===== config.mk =====
export PLATFORM = sky130hd
export DESIGN_NAME = st_rx_top
export DESIGN_NICKNAME = d
export VERILOG_FILES = /design/src/source/link_pkg.sv /design/src/source/stream_pkg.sv /design/src/source/link_sync.sv /design/src/source/phy_unpack.sv /design/src/source/rx_fifo.sv /design/src/source/st_user_map.sv /design/src/source/st_rx_top.sv
export SDC_FILE = /design/constraint.sdc
export NUM_CORES = 1
export LEC_CHECK = 0
export ABC_CLOCK_PERIOD_IN_PS = 4370
export BUFFER_PORTS_ARGS = -buffer_cell sky130_fd_sc_hd__buf_2
export CAP_MARGIN = 10
export CORE_MARGIN = 2
export CORE_UTILIZATION = 55
export DETAILED_ROUTE_END_ITERATION = 7
export PLACE_DENSITY = 0.76
export SKIP_LAST_GASP = 1
export SLEW_MARGIN = 20
export SYNTH_ARGS = -nofsm -noshare
export SYNTH_HDL_FRONTEND = slang
export SYNTH_SLANG_ARGS = --single-unit

===== constraint.sdc =====
create_clock -name clk_wr -period 4.37 [get_ports clk_wr]
set_input_delay 0.6555 -clock clk_wr [delete_from_list [all_inputs] [get_ports clk_wr]]
set_output_delay 0.6555 -clock clk_wr [all_outputs]
set_load 0.03 [all_outputs]

===== src/source/link_pkg.sv =====
// PHY lane layout for the die-to-die receive link
// Lane width, push and half strobe positions, tx credit and strobe bits
// Debug status word layout
package link_pkg;

  ////////////////////////////////////////////////////////////
  // PHY lane layout

  // One PHY lane, both directions
  localparam int LANE_WIDTH         = 24;

  // Rx lane control bits
  localparam int LANE_PUSH_BIT      = 23;
  // Marks the low half of a gen1 beat
  localparam int LANE_HALF_BIT      = 22;

  // Tx lane control bits
  localparam int LANE_CREDIT_BIT    = 23;
  localparam int LANE_STROBE_BIT    = 22;

  // Payload sits below the control bits
  localparam int LANE_PAYLOAD_WIDTH = 22;

  ////////////////////////////////////////////////////////////
  // Debug status layout

  localparam int DBG_WIDTH          = 16;
  // Sticky until reset
  localparam int DBG_OVERFLOW_BIT   = 15;
  localparam int DBG_ONLINE_BIT     = 14;
  // FIFO level in the low byte
  localparam int DBG_LEVEL_WIDTH    = 8;

endpackage


===== src/source/stream_pkg.sv =====
// User stream beat widths
// Beat word as a packed union: stream fields or two lane halves
package stream_pkg;

  // User side widths
  localparam int DATA_WIDTH = 32;
  localparam int KEEP_WIDTH = DATA_WIDTH / 8;

  // Beat word is two lane payloads wide
  localparam int BEAT_WIDTH = 44;
  localparam int HALF_WIDTH = BEAT_WIDTH / 2;

  // Unused top bits of the field view
  localparam int PAD_WIDTH  = BEAT_WIDTH - 1 - KEEP_WIDTH - DATA_WIDTH;

  // Field view of a beat
  typedef struct packed {
    logic [PAD_WIDTH-1:0]  pad;
    logic                  tlast;
    logic [KEEP_WIDTH-1:0] tkeep;
    logic [DATA_WIDTH-1:0] tdata;
  } st_fields_t;

  // Lane view of a beat
  // hi comes from lane 1 in gen2, from the second word in gen1
  typedef struct packed {
    logic [HALF_WIDTH-1:0] hi;
    logic [HALF_WIDTH-1:0] lo;
  } st_halves_t;

  // Same 44 bits, two decodes
  typedef union packed {
    st_fields_t fields;
    st_halves_t halves;
  } st_beat_u;

endpackage


===== src/source/link_sync.sv =====
// Link bring-up control
// Programmable online delays for rx and tx, persistent tx strobe
`timescale 1ns/10ps

module link_sync #(
  parameter int DELAY_WIDTH = 16
) (
  input  logic                   clk_wr,
  input  logic                   rst,
  input  logic                   rx_online,
  input  logic                   tx_online,
  input  logic [DELAY_WIDTH-1:0] delay_x_value,
  input  logic [DELAY_WIDTH-1:0] delay_y_value,
  output logic                   rx_online_delay,
  output logic                   tx_online_delay,
  output logic                   tx_strobe
);

  ////////////////////////////////////////////////////////////
  // Channel inputs, 0 is rx and 1 is tx

  logic [1:0]             online_in;
  logic [DELAY_WIDTH-1:0] delay_in [2];

  assign online_in   = {tx_online, rx_online};
  assign delay_in[0] = delay_x_value;
  assign delay_in[1] = delay_y_value;

  ////////////////////////////////////////////////////////////
  // One delay counter per channel

  for (genvar ch = 0; ch < 2; ch++) begin : g_chan
    logic [DELAY_WIDTH-1:0] count;
    logic                   online_q;

    always_ff @(posedge clk_wr) begin
      if (rst) begin
        count    <= '0;
        online_q <= 1'b0;
      end else if (!online_in[ch]) begin
        // Input dropped, restart on next rise
        count    <= '0;
        online_q <= 1'b0;
      end else if (count < delay_in[ch]) begin
        count    <= count + 1'b1;
      end else begin
        // Delay reached, level holds while input stays high
        online_q <= 1'b1;
      end
    end
  end

  assign rx_online_delay = g_chan[0].online_q;
  assign tx_online_delay = g_chan[1].online_q;

  // No user marker here, so the strobe simply
  // stays up for as long as tx is online
  assign tx_strobe       = g_chan[1].online_q;

endmodule


===== src/source/phy_unpack.sv =====
// Rx PHY lane sampling
// Gen2 beat capture from both lanes, gen1 two-word assembly on lane 0
// Push strobe and beat word out to the receive FIFO
`timescale 1ns/10ps

module phy_unpack
  import link_pkg::*;
  import stream_pkg::*;
(
  input  logic                  clk_wr,
  input  logic                  rst,
  input  logic                  gen2_mode,
  input  logic [LANE_WIDTH-1:0] rx_phy0,
  input  logic [LANE_WIDTH-1:0] rx_phy1,
  output logic                  beat_push,
  output st_beat_u              beat
);

  ////////////////////////////////////////////////////////////
  // Lane fields

  logic                          lane0_push;
  logic                          lane0_half;
  logic [LANE_PAYLOAD_WIDTH-1:0] lane0_payload;
  logic [LANE_PAYLOAD_WIDTH-1:0] lane1_payload;

  assign lane0_push    = rx_phy0[LANE_PUSH_BIT];
  assign lane0_half    = rx_phy0[LANE_HALF_BIT];
  assign lane0_payload = rx_phy0[LANE_PAYLOAD_WIDTH-1:0];
  // Lane 1 carries payload only
  assign lane1_payload = rx_phy1[LANE_PAYLOAD_WIDTH-1:0];

  ////////////////////////////////////////////////////////////
  // Push control

  logic                          push_q;
  logic                          lo_pending;
  logic [LANE_PAYLOAD_WIDTH-1:0] lo_hold;
  st_beat_u                      beat_q;

  always_ff @(posedge clk_wr) begin
    if (rst) begin
      push_q     <= 1'b0;
      lo_pending <= 1'b0;
    end else begin
      push_q <= 1'b0;
      if (gen2_mode) begin
        // Whole beat every pushed cycle
        lo_pending <= 1'b0;
        push_q     <= lane0_push;
      end else if (lane0_push) begin
        if (lane0_half) begin
          // Low half, a newer one replaces an older one
          lo_pending <= 1'b1;
        end else if (lo_pending) begin
          push_q     <= 1'b1;
          lo_pending <= 1'b0;
        end
        // High word with no low half is dropped
      end
    end
  end

  // Beat payload, no reset needed
  always_ff @(posedge clk_wr) begin
    if (lane0_push) begin
      if (gen2_mode) begin
        beat_q.halves.lo <= lane0_payload;
        beat_q.halves.hi <= lane1_payload;
      end else if (lane0_half) begin
        lo_hold <= lane0_payload;
      end else begin
        beat_q.halves.lo <= lo_hold;
        beat_q.halves.hi <= lane0_payload;
      end
    end
  end

  assign beat_push = push_q;
  assign beat      = beat_q;

endmodule


===== src/source/rx_fifo.sv =====
// Receive FIFO, DEPTH beats, single clock
// Online gating of pushes, sticky overflow flag
// One credit pulse per pop, debug status word
`timescale 1ns/10ps

module rx_fifo
  import link_pkg::*;
  import stream_pkg::*;
#(
  parameter int DEPTH = 16
) (
  input  logic                 clk_wr,
  input  logic                 rst,
  input  logic                 rx_online,
  input  logic                 beat_push,
  input  st_beat_u             beat,
  input  logic                 fifo_pop,
  output logic                 fifo_valid,
  output st_beat_u             fifo_beat,
  output logic                 credit_pulse,
  output logic [DBG_WIDTH-1:0] debug_status
);

  localparam int AW = $clog2(DEPTH);

  ////////////////////////////////////////////////////////////
  // Storage and pointers

  st_beat_u        mem [DEPTH];
  logic [AW-1:0]   wr_ptr;
  logic [AW-1:0]   rd_ptr;
  // One bit wider than the pointers to hold DEPTH
  logic [AW:0]     level;
  logic            full;
  logic            push_ok;
  logic            pop_ok;
  logic            overflow;
  logic            credit_q;

  assign full    = (level == (AW + 1)'(DEPTH));
  // Pushes count only once the link is up
  assign push_ok = beat_push && rx_online && !full;
  assign pop_ok  = fifo_pop && fifo_valid;

  always_ff @(posedge clk_wr) begin
    if (push_ok) begin
      mem[wr_ptr] <= beat;
    end
  end

  always_ff @(posedge clk_wr) begin
    if (rst) begin
      wr_ptr   <= '0;
      rd_ptr   <= '0;
      level    <= '0;
      overflow <= 1'b0;
      credit_q <= 1'b0;
    end else begin
      if (push_ok) begin
        wr_ptr <= wr_ptr + 1'b1;
      end
      if (pop_ok) begin
        rd_ptr <= rd_ptr + 1'b1;
      end
      // Level tracks push minus pop
      if (push_ok && !pop_ok) begin
        level <= level + 1'b1;
      end else if (pop_ok && !push_ok) begin
        level <= level - 1'b1;
      end
      // Beat dropped when full, flag stays until reset
      if (beat_push && rx_online && full) begin
        overflow <= 1'b1;
      end
      // Credit back to the far end, one cycle per pop
      credit_q <= pop_ok;
    end
  end

  ////////////////////////////////////////////////////////////
  // Outputs

  assign fifo_valid   = (level != '0);
  assign fifo_beat    = mem[rd_ptr];
  assign credit_pulse = credit_q;

  always_comb begin
    debug_status                        = '0;
    debug_status[DBG_OVERFLOW_BIT]      = overflow;
    debug_status[DBG_ONLINE_BIT]        = rx_online;
    debug_status[DBG_LEVEL_WIDTH-1:0]   = DBG_LEVEL_WIDTH'(level);
  end

endmodule


===== src/source/st_user_map.sv =====
// User stream output stage
// One register with valid/ready, tdata bytes masked by tkeep
`timescale 1ns/10ps

module st_user_map
  import stream_pkg::*;
(
  input  logic                  clk_wr,
  input  logic                  rst,
  input  logic                  fifo_valid,
  input  st_beat_u              fifo_beat,
  output logic                  fifo_pop,
  output logic [DATA_WIDTH-1:0] user_tdata,
  output logic [KEEP_WIDTH-1:0] user_tkeep,
  output logic                  user_tlast,
  output logic                  user_tvalid,
  input  logic                  user_tready
);

  logic [DATA_WIDTH-1:0] masked_data;
  logic [DATA_WIDTH-1:0] tdata_q;
  logic [KEEP_WIDTH-1:0] tkeep_q;
  logic                  tlast_q;
  logic                  valid_q;

  // Zero every byte whose keep bit is clear
  always_comb begin
    masked_data = fifo_beat.fields.tdata;
    for (int b = 0; b < KEEP_WIDTH; b++) begin
      if (!fifo_beat.fields.tkeep[b]) begin
        masked_data[8*b +: 8] = '0;
      end
    end
  end

  // Refill when empty or the held beat is taken this cycle
  assign fifo_pop = fifo_valid && (!valid_q || user_tready);

  always_ff @(posedge clk_wr) begin
    if (rst) begin
      valid_q <= 1'b0;
    end else if (fifo_pop) begin
      valid_q <= 1'b1;
    end else if (user_tready) begin
      valid_q <= 1'b0;
    end
  end

  // Payload held while stalled
  always_ff @(posedge clk_wr) begin
    if (fifo_pop) begin
      tdata_q <= masked_data;
      tkeep_q <= fifo_beat.fields.tkeep;
      tlast_q <= fifo_beat.fields.tlast;
    end
  end

  assign user_tdata  = tdata_q;
  assign user_tkeep  = tkeep_q;
  assign user_tlast  = tlast_q;
  assign user_tvalid = valid_q;

endmodule


===== src/source/st_rx_top.sv =====
// Receive side top level of the streaming link
// Link control, lane unpack, receive FIFO and user stream stage
// Tx lane built from credit and strobe bits
`timescale 1ns/10ps

module st_rx_top
  import link_pkg::*;
  import stream_pkg::*;
#(
  parameter int DEPTH       = 16,
  parameter int DELAY_WIDTH = 16
) (
  input  logic                   clk_wr,
  input  logic                   rst,
  input  logic                   tx_online,
  input  logic                   rx_online,
  input  logic                   gen2_mode,
  input  logic [DELAY_WIDTH-1:0] delay_x_value,
  input  logic [DELAY_WIDTH-1:0] delay_y_value,
  input  logic [LANE_WIDTH-1:0]  rx_phy0,
  input  logic [LANE_WIDTH-1:0]  rx_phy1,
  output logic [LANE_WIDTH-1:0]  tx_phy0,
  output logic [DATA_WIDTH-1:0]  user_tdata,
  output logic [KEEP_WIDTH-1:0]  user_tkeep,
  output logic                   user_tlast,
  output logic                   user_tvalid,
  input  logic                   user_tready,
  output logic [DBG_WIDTH-1:0]   rx_debug_status
);

  ////////////////////////////////////////////////////////////
  // Interconnect

  logic     rx_online_delay;
  logic     tx_online_delay;
  logic     tx_strobe;
  logic     beat_push;
  st_beat_u beat;
  logic     fifo_valid;
  st_beat_u fifo_beat;
  logic     fifo_pop;
  logic     credit_pulse;

  link_sync #(.DELAY_WIDTH(DELAY_WIDTH)) u_link_sync (
    .clk_wr          (clk_wr),
    .rst             (rst),
    .rx_online       (rx_online),
    .tx_online       (tx_online),
    .delay_x_value   (delay_x_value),
    .delay_y_value   (delay_y_value),
    .rx_online_delay (rx_online_delay),
    .tx_online_delay (tx_online_delay),
    .tx_strobe       (tx_strobe)
  );

  phy_unpack u_phy_unpack (
    .clk_wr    (clk_wr),
    .rst       (rst),
    .gen2_mode (gen2_mode),
    .rx_phy0   (rx_phy0),
    .rx_phy1   (rx_phy1),
    .beat_push (beat_push),
    .beat      (beat)
  );

  rx_fifo #(.DEPTH(DEPTH)) u_rx_fifo (
    .clk_wr       (clk_wr),
    .rst          (rst),
    .rx_online    (rx_online_delay),
    .beat_push    (beat_push),
    .beat         (beat),
    .fifo_pop     (fifo_pop),
    .fifo_valid   (fifo_valid),
    .fifo_beat    (fifo_beat),
    .credit_pulse (credit_pulse),
    .debug_status (rx_debug_status)
  );

  st_user_map u_st_user_map (
    .clk_wr      (clk_wr),
    .rst         (rst),
    .fifo_valid  (fifo_valid),
    .fifo_beat   (fifo_beat),
    .fifo_pop    (fifo_pop),
    .user_tdata  (user_tdata),
    .user_tkeep  (user_tkeep),
    .user_tlast  (user_tlast),
    .user_tvalid (user_tvalid),
    .user_tready (user_tready)
  );

  ////////////////////////////////////////////////////////////
  // Tx lane, payload unused on this side

  always_comb begin
    tx_phy0                  = '0;
    // Credits only go out once tx is up
    tx_phy0[LANE_CREDIT_BIT] = credit_pulse && tx_online_delay;
    tx_phy0[LANE_STROBE_BIT] = tx_strobe;
  end

endmodule


# Yosys cells after proc, flatten, opt, wreduce, memory -nomap -nowiden
# Memories as Yosys holds them, arrays and structs flattened. A register that Yosys moved wholly into a read port is not among the register bits.
# Index checks and enable logic that the tools add are counted.
# word_totals
mem_count,1
out_inout_bits,78
wordCells,70
in_bits,86
ram_bits,704
ff_bits,155
# mem_list
name,words,width,rd,rd_clocked_by_memory_dff,write_ports,line,rtl
u_rx_fifo.mem,16,44,1,1,1,rx_fifo.sv:29,st_beat_u mem [DEPTH];
# op_classes
n_reduce_logical,21
bitwise_logic,3
order_cmp,2
addsub,6
muxes,15
n_eq_ne,2
# ops
op,count
44-bit two-way mux,2
16-bit by 1-bit adder with 16-bit output (second input constant),2
16-bit less-than comparator,2
5-bit two-way mux,2
1-bit two-way mux,9
4-bit by 1-bit adder with 4-bit output (second input constant),2
1-bit logical AND,8
4-bit two-way mux,2
2-bit OR reduction,3
5-bit by 1-bit adder with 5-bit output (second input constant),1
5-bit equality test (second input constant),1
5-bit nonzero test,1
5-bit by 1-bit subtractor with 5-bit output (second input constant),1
1-bit zero test,4
2-bit nonzero test,2
1-bit inverter,3
3-bit AND reduction,1
2-bit inequality test (second input constant),1
2-bit AND reduction,1
1-bit logical OR,1

# Longest topological paths before layout
# Gate-level depths: netlist (run 1).
# logic_depth
ltp_word,7
depth_mapped,11
ltp_nobuf,11

# Modules after synthesis
# Synthesis (run 1) repeated with hierarchy kept, for this count alone.
# hier_totals
hier_cells,1721
area_unflattened_um2,34157.8
# modules_own_cells
module,instances,seq_area_each_um2,cells_per_inst,area_per_inst_um2
rx_fifo,1,21520.6,1205,27377.5
phy_unpack,1,2021.9,125,2801.4
link_sync,1,680.7,292,2429.8
st_user_map,1,1131.1,74,1366.3
st_rx_top,1,0.0,25,182.7

# Least setup slack after synthesis (run 1)
# No wires, ideal clock.
# synth_path
path_type,register to register
from,reg u_rx_fifo.level[0]
to,"mem u_rx_fifo.mem[3][0] (netlist bit), enable pin"
stages_incl_launch_ff,5
path_slack_ns,-0.089
n_path_buf,0
required_time_ns,3.893
synth_period_minus_slack_ns,4.459
setup_time_ns,0.477
arrival_time_ns,3.982
path_cell_list,dfxtp_1 nor4_1 a21oi_1 nand2_1 nor3_1
# synth_between
elab_chain_len,5
# synth_lines
item,line,rtl
"start, declared",rx_fifo.sv:33,logic [AW:0] level;
"start signal, assigned",rx_fifo.sv:67,level <= level + 1'b1;
"start signal, assigned",rx_fifo.sv:69,level <= level - 1'b1;
5-bit equality test,rx_fifo.sv:40,assign full = (level == (AW + 1)'(DEPTH));
1-bit zero test,rx_fifo.sv:42,assign push_ok = beat_push && rx_online && !full;
1-bit logical AND,rx_fifo.sv:42,
net u_rx_fifo.push_ok,rx_fifo.sv:35,logic push_ok;
1-bit two-way mux,rx_fifo.sv:46,if (push_ok) begin
1-bit two-way mux (not written as such),rx_fifo.sv:47,mem[wr_ptr] <= beat;
"end, declared",rx_fifo.sv:29,
# The timed path passes the listed nets, and every way through them passes these cells.

# Final worst setup path (run 1)
# layout_path
from,reg u_rx_fifo.level[0]
to,"mem u_rx_fifo.mem[7][3] (netlist bit), enable pin"
# Same word-level chain as after synthesis.

==> results of run 1 <==
-- cell usage after synthesis (2+ instances only) --
master    count  area share [%]
or4_1        18            0.46
dfxtp_1      56             3.8
edfxtp_1    688              70
ha_1         41             1.7
nor3b_1       2           0.051
nand2_1      39            0.50
inv_1        43            0.55
o31ai_1      17            0.43
o311ai_0      3           0.089
and3_1        6            0.13
xnor2_1       5            0.15
o21a_1        2           0.051
buf_2        19            0.32
mux4_2      181              14
xor2_1        5            0.15
nor2_1       42            0.53
a21o_1        3           0.076
nor3_1        9            0.15
buf_1         6           0.076
and4_1        2           0.059
a41o_1        2           0.068
nor4_1        6            0.13
nor2b_1      34            0.72
nand3_1      14            0.24
buf_4        34            0.87
o21ai_0       7            0.12
mux2i_1      12            0.41
a21oi_1      41            0.70
and2_1        3           0.064
o41ai_1       4            0.12
a2111o_1      2           0.076
mux2_2       41             1.6
nand4_1      13            0.28
clkbuf_1     38            0.48
nand2b_1     14            0.30
o21ai_1       9            0.15
or3_1         3           0.064
a31oi_1       2           0.042
-- worst reg2reg max path, cell delays in order (launching register included) --
cell and delay, ps:
dfxtp_1 450, nor4_1 120, a21oi_1 570, nand2_1 440, nor2_4 790, buf_4 410
-- metal layers --
metal | share of wire (%) | vias to the layer above
met5 | 0.033 | -
met1 | 40 | 7688
li1 | - | 6314
met3 | 8.5 | 104
met2 | 49 | 693
met4 | 2.5 | 4
-- placed cells by master (no fill, tap or decap), drive strengths merged, types with 5 or more instances in the layout --
master	instances
nand2b	14
nor4	6
inv	47
xor2	5
clkbuf	85
nor2	42
conb	31
mux2	41
dfxtp	56
nand4	13
ha	41
mux2i	12
nor3	9
o31ai	17
xnor2	5
a21oi	41
or4	18
mux4	181
edfxtp	688
nand3	14
clkinvlp	5
nor2b	34
clkinv	29
o21ai	16
and3	6
nand2	39
buf	164
-- area by class of cell --
cell class | instances | area share [%]
Clock buffer | 85 | 5.62
Clock inverter | 41 | 0.921
Inverter | 44 | 0.496
Multi-Input combinational cell | 624 | 21.8
Sequential cell | 744 | 65.5
Tap cell | 688 | 2.59
Timing Repair Buffer | 164 | 3.06
-- logic make-up after synthesis --
| logic type | Yosys count | synth area share [%] |
|---|---|---|
| buf+inv | 142 | 2.35 |
| mux | 234 | 15.8 |
| compound gates | 101 | 2.19 |
| xor+xnor | 10 | 0.297 |
| simple gates | 206 | 3.69 |
| other cells | 1 | 0.0127 |
| fa+ha+maj | 42 | 1.81 |
| flops | 744 | 73.9 |
-- sequential cells by signal (all words and copies together), names as in the netlist, 4 cells and up, named ones only --
signal / flops
u_phy_unpack.lo_hold: 22
u_link_sync.g_chan.count: 32
u_rx_fifo.level: 5
u_rx_fifo.wr_ptr: 4
u_phy_unpack.beat: 37
u_st_user_map.user_tkeep: 4
u_st_user_map.user_tdata: 32
u_rx_fifo.mem: 592
u_rx_fifo.rd_ptr: 4
-- worst max path at each step --
| stage | from | end | slack, ps | cells after the start |
|---|---|---|---|---|
| 4_1_cts | u_rx_fifo.level[0] | u_rx_fifo.mem[7][3] | 1250 | 5 |
| 2_1_floorplan | u_rx_fifo.level[0] | u_rx_fifo.level[4] | 710 | 11 |
| 3_5_place_dp | delay_x_value[14] | u_link_sync.g_chan[0].count[13] | 1240 | 8 |
| 6_report | u_rx_fifo.level[0] | u_rx_fifo.mem[7][3] | 1270 | 5 |
| 3_3_place_gp | u_rx_fifo.level[0] | u_rx_fifo.mem[7][8] | 1320 | 5 |
| 5_1_grt | u_rx_fifo.level[0] | u_rx_fifo.mem[7][3] | 1060 | 5 |
-- metrics by stage --
step | worst slack (ps) | hold slack, ps | std cells | instance area [um^2]
after detailed placement | 1240 | 489 | 2263 | 31100
final | 1270 | 229 | 2390 | 33300
after global routing | 1060 | 204 | 2390 | 33300
after global placement | 1320 | 473 | 2263 | 31100
after floorplan | 709 | 442 | 1510 | 29600
after CTS | 1250 | 198 | 2389 | 33300
-- power by group through the flow --
| stage | sequential [mW] | combinational, mW | clock, mW |
|---|---|---|---|
| final | 8.53 | 3.17 | 5.85 |
| after detailed placement | 8.69 | 3.20 | 0 |
| after floorplan | 8.92 | 2.05 | 0 |
| after global placement | 8.66 | 3.15 | 0 |
| after CTS | 8.54 | 3.23 | 5.92 |
| after global routing | 8.58 | 3.40 | 6.20 |
==> metrics, run 1 <==
outcome=complete, no violations; Post-Route WL=63400 um; Warnings, synthesis=0; Max Buffers Root-to-Sink=3; Post-CTS Setup Bufs=0; hold path start=rx_phy0[19]; Die Wd=236 um; # setup viols final=0; Root Driver=clkbuf_16; first-pass GRT wire length=94300 um; die area=55500 um^2; hpwl dp=around 34000 um; number of instances on the worst hold path=1; post-CTS resize count=0; fin crit share=70.9%; met2 usage=37.1%; Int Pwr=between 10 and 15 mW; Fillers=3520; CTS sink count=744; RSZ-0062 raised after global routing=false; Clk pin slew, worst setup/hold paths=around 60 ps; r2r setup slk=1270 ps; Max Cap Viol=0; FF+latch count, synth=between 700 and 800; VDD IR max=0.492 mV; r2r startpoint=u_rx_fifo.level[0]; area of the multi-input gates=a little over 7000 um^2; crit path time final=approximately 3100 ps; Avg Synthesized Cell Area=19.9 um^2; Core Rows=between 80 and 90; Routed Antenna Nets=0; # port buffers=123; Initial Util=55.9%; worst setup path class=register to register; worst path arrival time=3380 ps; power share of the clock group=between 30% and 40%; average vias per placed instance=between 6 and 7; Reg2Reg Depth=5; Crit path max-delay family=simple AND/OR/NAND/NOR gates; combinational share of power=18.1%; Rel. slew slack=roughly 29%; vias in the first global route=15000; Distinct cells, synth=52; Hold Path Sink=u_phy_unpack.lo_hold[19]; Setup Skew=23.6 ps; switching pwr=4.60 mW; worst path bufs/invs=1; core box area=52800 um^2; Seq/Total Area, Yosys=about three quarters; Fin Setup TNS=0 ps; Antenna Cells=0; sequential share of power=around half; GR met1 Demand/Resource=approximately 32%; most crowded layer after global routing=met2; LEAKAGE=10.8 nW; Inserted Clock Buffers=71; crit end category=register; worst reg2reg path endpoint=u_rx_fifo.mem[7][3]; power per cell area=527 nW/um^2; Final Hold Vio Count=0; P&R area growth vs syn=12.9%; critical path cell sequence=nor4_1 > a21oi_1 > nand2_1 > nor2_4 > buf_4; Worst Path Required=4650 ps; die height=236 um; GR Overflow Total=0; layout cells sized above 1=29.6%; Slowest-stage cell, CP=nor2_4; Via Count=14800; Syn Std Cell Area=between 20000 and 30000 um^2; FF+latch area=between 20000 and 25000 um^2; Sw Ratio=26.2%; initial drt markers=1620; largest net degree at the start of global routing=70; Top Ports=164; DRC violations left=0; CP max FO=16; initial antenna violation count=2; asr flop ratio synth=0%; CTS tree=yes; Post-synth EDFFs=688; Net count, final=~1800; Primary FF master, synth=edfxtp_1; met3 usage=under 10%; gr usage total=23.2%; Skew-Pair Late Insertion Delay=~620 ps; Slew Limit Fails=0; DR WL/cell=26.5 um; routability cong.=0.794; Pwr Total=~18 mW; Fmax=between 300 and 400 MHz; worst hold path type=input pin to register; hold_buf cts=0; H-tree depth=3; drt pass-1 iters=5; worst-margin pin slew=1060 ps; Syn Inst Count=between 1000 and 1500; max incr delay on CP=790 ps; startpoint types=register; Final Util=63.1%
(Power assumes the default switching activity.)
==> run 2: changes to the inputs <==
- ABC_CLOCK_PERIOD_IN_PS: 4370 -> 3100
- CORE_UTILIZATION: 55 -> 60
- PLACE_DENSITY: 0.76 -> 0.79
- clock period: 4.37 -> 3.1 ns (I/O delays scaled with it)
==> run 2 against run 1 <==
Against the previous run:
- design area up 0.76%
- setup slack got worse by 1100 ps
- largest power group unchanged
- critical path depth increased by 6
- largest cell class unchanged
- sequential power increased by 41%
- wire length grew 5.3%
- utilization up 5.7 points
==> metrics, run 2 (synthesized netlist as in run 1, its figures left out) <==
worst path bufs/invs=2 (+1); DR WL/cell=28.0 um (+5.5%); Max Buffers Root-to-Sink=3 (unchanged); Final Hold Vio Count=0 (unchanged); hold_buf cts=0 (unchanged); dpl ws=231 ps (-1010 ps); startpoint types=register; Routed Antenna Nets=0 (unchanged); core box area=48700 um^2 (-7.6%); CTS sink count=744 (unchanged); # port buffers=123 (unchanged); max incr delay on CP=570 ps (-220 ps); Slew Limit Fails=0 (unchanged); worst path arrival time=3420 ps (+40 ps); die area=50900 um^2 (-8.2%); drt pass-1 iters=5 (unchanged); fin worst setup slack=200 ps (-1070 ps); CP max FO=6 (-10); worst setup path class=register to register; CTS tree=yes; Clk pin slew, worst setup/hold paths=70 ps (about the same); Net count, final=1795 (+1.0%); Post-Route WL=66700 um (+5.3%); power per cell area=749 nW/um^2 (+42%); Post-CTS Setup Bufs=0 (unchanged); first-pass GRT wire length=96900 um (+2.8%); Crit path max-delay family=simple AND/OR/NAND/NOR gates; max reg flops=592 (unchanged); critical path cell sequence=or4_1 > o21a_4 > clkinv_1 > ha_1 > inv_1 > fa_1 > a21o_1 > a21oi_1 > xnor2_1 > or3_1 > a21oi_1; worst-margin pin slew=1160 ps (+101 ps); crit end category=register; # setup viols final=0 (unchanged); initial drt markers=1655 (+2.2%); gr usage total=26.6% (+3.4 points); Antenna Cells=0 (unchanged); RSZ-0062 raised after global routing=false; Fmax=345 MHz (+6.8%); worst hold path type=input pin to register; P&R area growth vs syn=13.8%; Post-Layout Cell Count=2385 (-0.21%); Setup Skew=28.1 ps (+4.46 ps); most frequent cells in the layout=edfxtp_1, mux4_2, buf_2, clkbuf_16, dfxtp_1; GR Overflow Total=0 (unchanged); vias in the first global route=15500 (+3.9%); largest net degree at the start of global routing=68 (-2.9%); Rel. slew slack=22.2% (-6.4 points); routability cong.=0.804 (+1.3%); Max Cap Viol=0 (unchanged); final hold slack=37.8 ps (-191 ps); Initial Util=60.5% (+4.6 points); commonest non-fill, non-tap cell in the layout=edfxtp_1; Top Ports=164 (unchanged); Die Wd=226 um (-4.2%); hpwl dp=35700 um (+3.6%); most used cell, CP=a21oi_1; Biggest register=u_rx_fifo.mem; average vias per placed instance=6.35 (+2.5%); Via Count=15100 (+2.2%); Final Util=68.8% (+5.7 points); post-CTS resize count=0 (unchanged); H-tree depth=3 (unchanged); outcome=complete, no violations; DRC violations left=0 (unchanged); VDD IR max=0.672 mV (+37%); initial antenna violation count=0 (-2); Inserted Clock Buffers=73 (+2.8%); die height=226 um (-4.2%); Fillers=2940 (-16%); Worst Path Required=3620 ps (-1030 ps); layout cells sized above 1=30.6% (+1.0 points); placed insts=2255 (-0.35%); Root Driver=clkbuf_16; Skew-Pair Late Insertion Delay=610 ps (about the same); Core Rows=81 (-3.6%); LEAKAGE=11.0 nW (+1.5%); fin crit share=93.5% (+23 points); crit path time final=2900 ps (-199 ps); Slowest-stage cell, CP=or4_1
-- run 2: changes by cell type in the layout (fill, tap and decap cells not counted), sizes merged --
cell | before | now
inv | 47 | 46
clkinv | 29 | 31
clkbuf | 85 | 89
buf | 164 | 180
clkinvlp | 5 | 3
-- run 2: layer usage --
layer / up-vias / global-route usage, % / wire length (um)
met5: - / 0 / 0
met4: 0 / 8.08 / 1990
met3: 125 / 4.85 / 4960
met2: 777 / 46.4 / 34700
met1: 7893 / 34.5 / 25100
li1: 6339 / - / -
-- run 2: final cells by class --
cell class | count | area (um^2) | share of cell area [%]
inverters | 44 | 165 | 0.492
flip-flops and latches | 744 | 21800 | 65.0
clock inverters | 40 | 308 | 0.918
well taps | 664 | 831 | 2.48
clock buffers | 89 | 1940 | 5.78
repair buffers | 180 | 1230 | 3.66
multi-input cells | 624 | 7280 | 21.7
-- run 2: path summary, 6_finish.rpt --
path | start | endpoint | slack (ps) | cells past startpoint
worst max register to register | u_rx_fifo.level[1] | u_rx_fifo.level[4] | 200 | 11
worst min register to register | u_link_sync.g_chan[1].count[13] | u_link_sync.g_chan[1].count[13] | 490 | 2
worst min-delay path | rx_phy0[18] | u_phy_unpack.lo_hold[18] | 40 | 1
worst max-delay path | u_rx_fifo.level[1] | u_rx_fifo.level[4] | 200 | 11
-- run 2: through the flow --
stage	setup TNS, ps	instance area [um^2]	power (mW)
after global routing	0	33500	25.9
final	0	33500	25.1
after global placement	0	31200	16.8
after detailed placement	0	31300	16.9
after CTS	0	33500	25.3
after floorplan	-114450	29600	15.5
-- run 2: report_power, final --
group	switching (mW)	internal [mW]
registers	0.437	11.6
logic	2.51	2.15
clock network	3.67	4.79
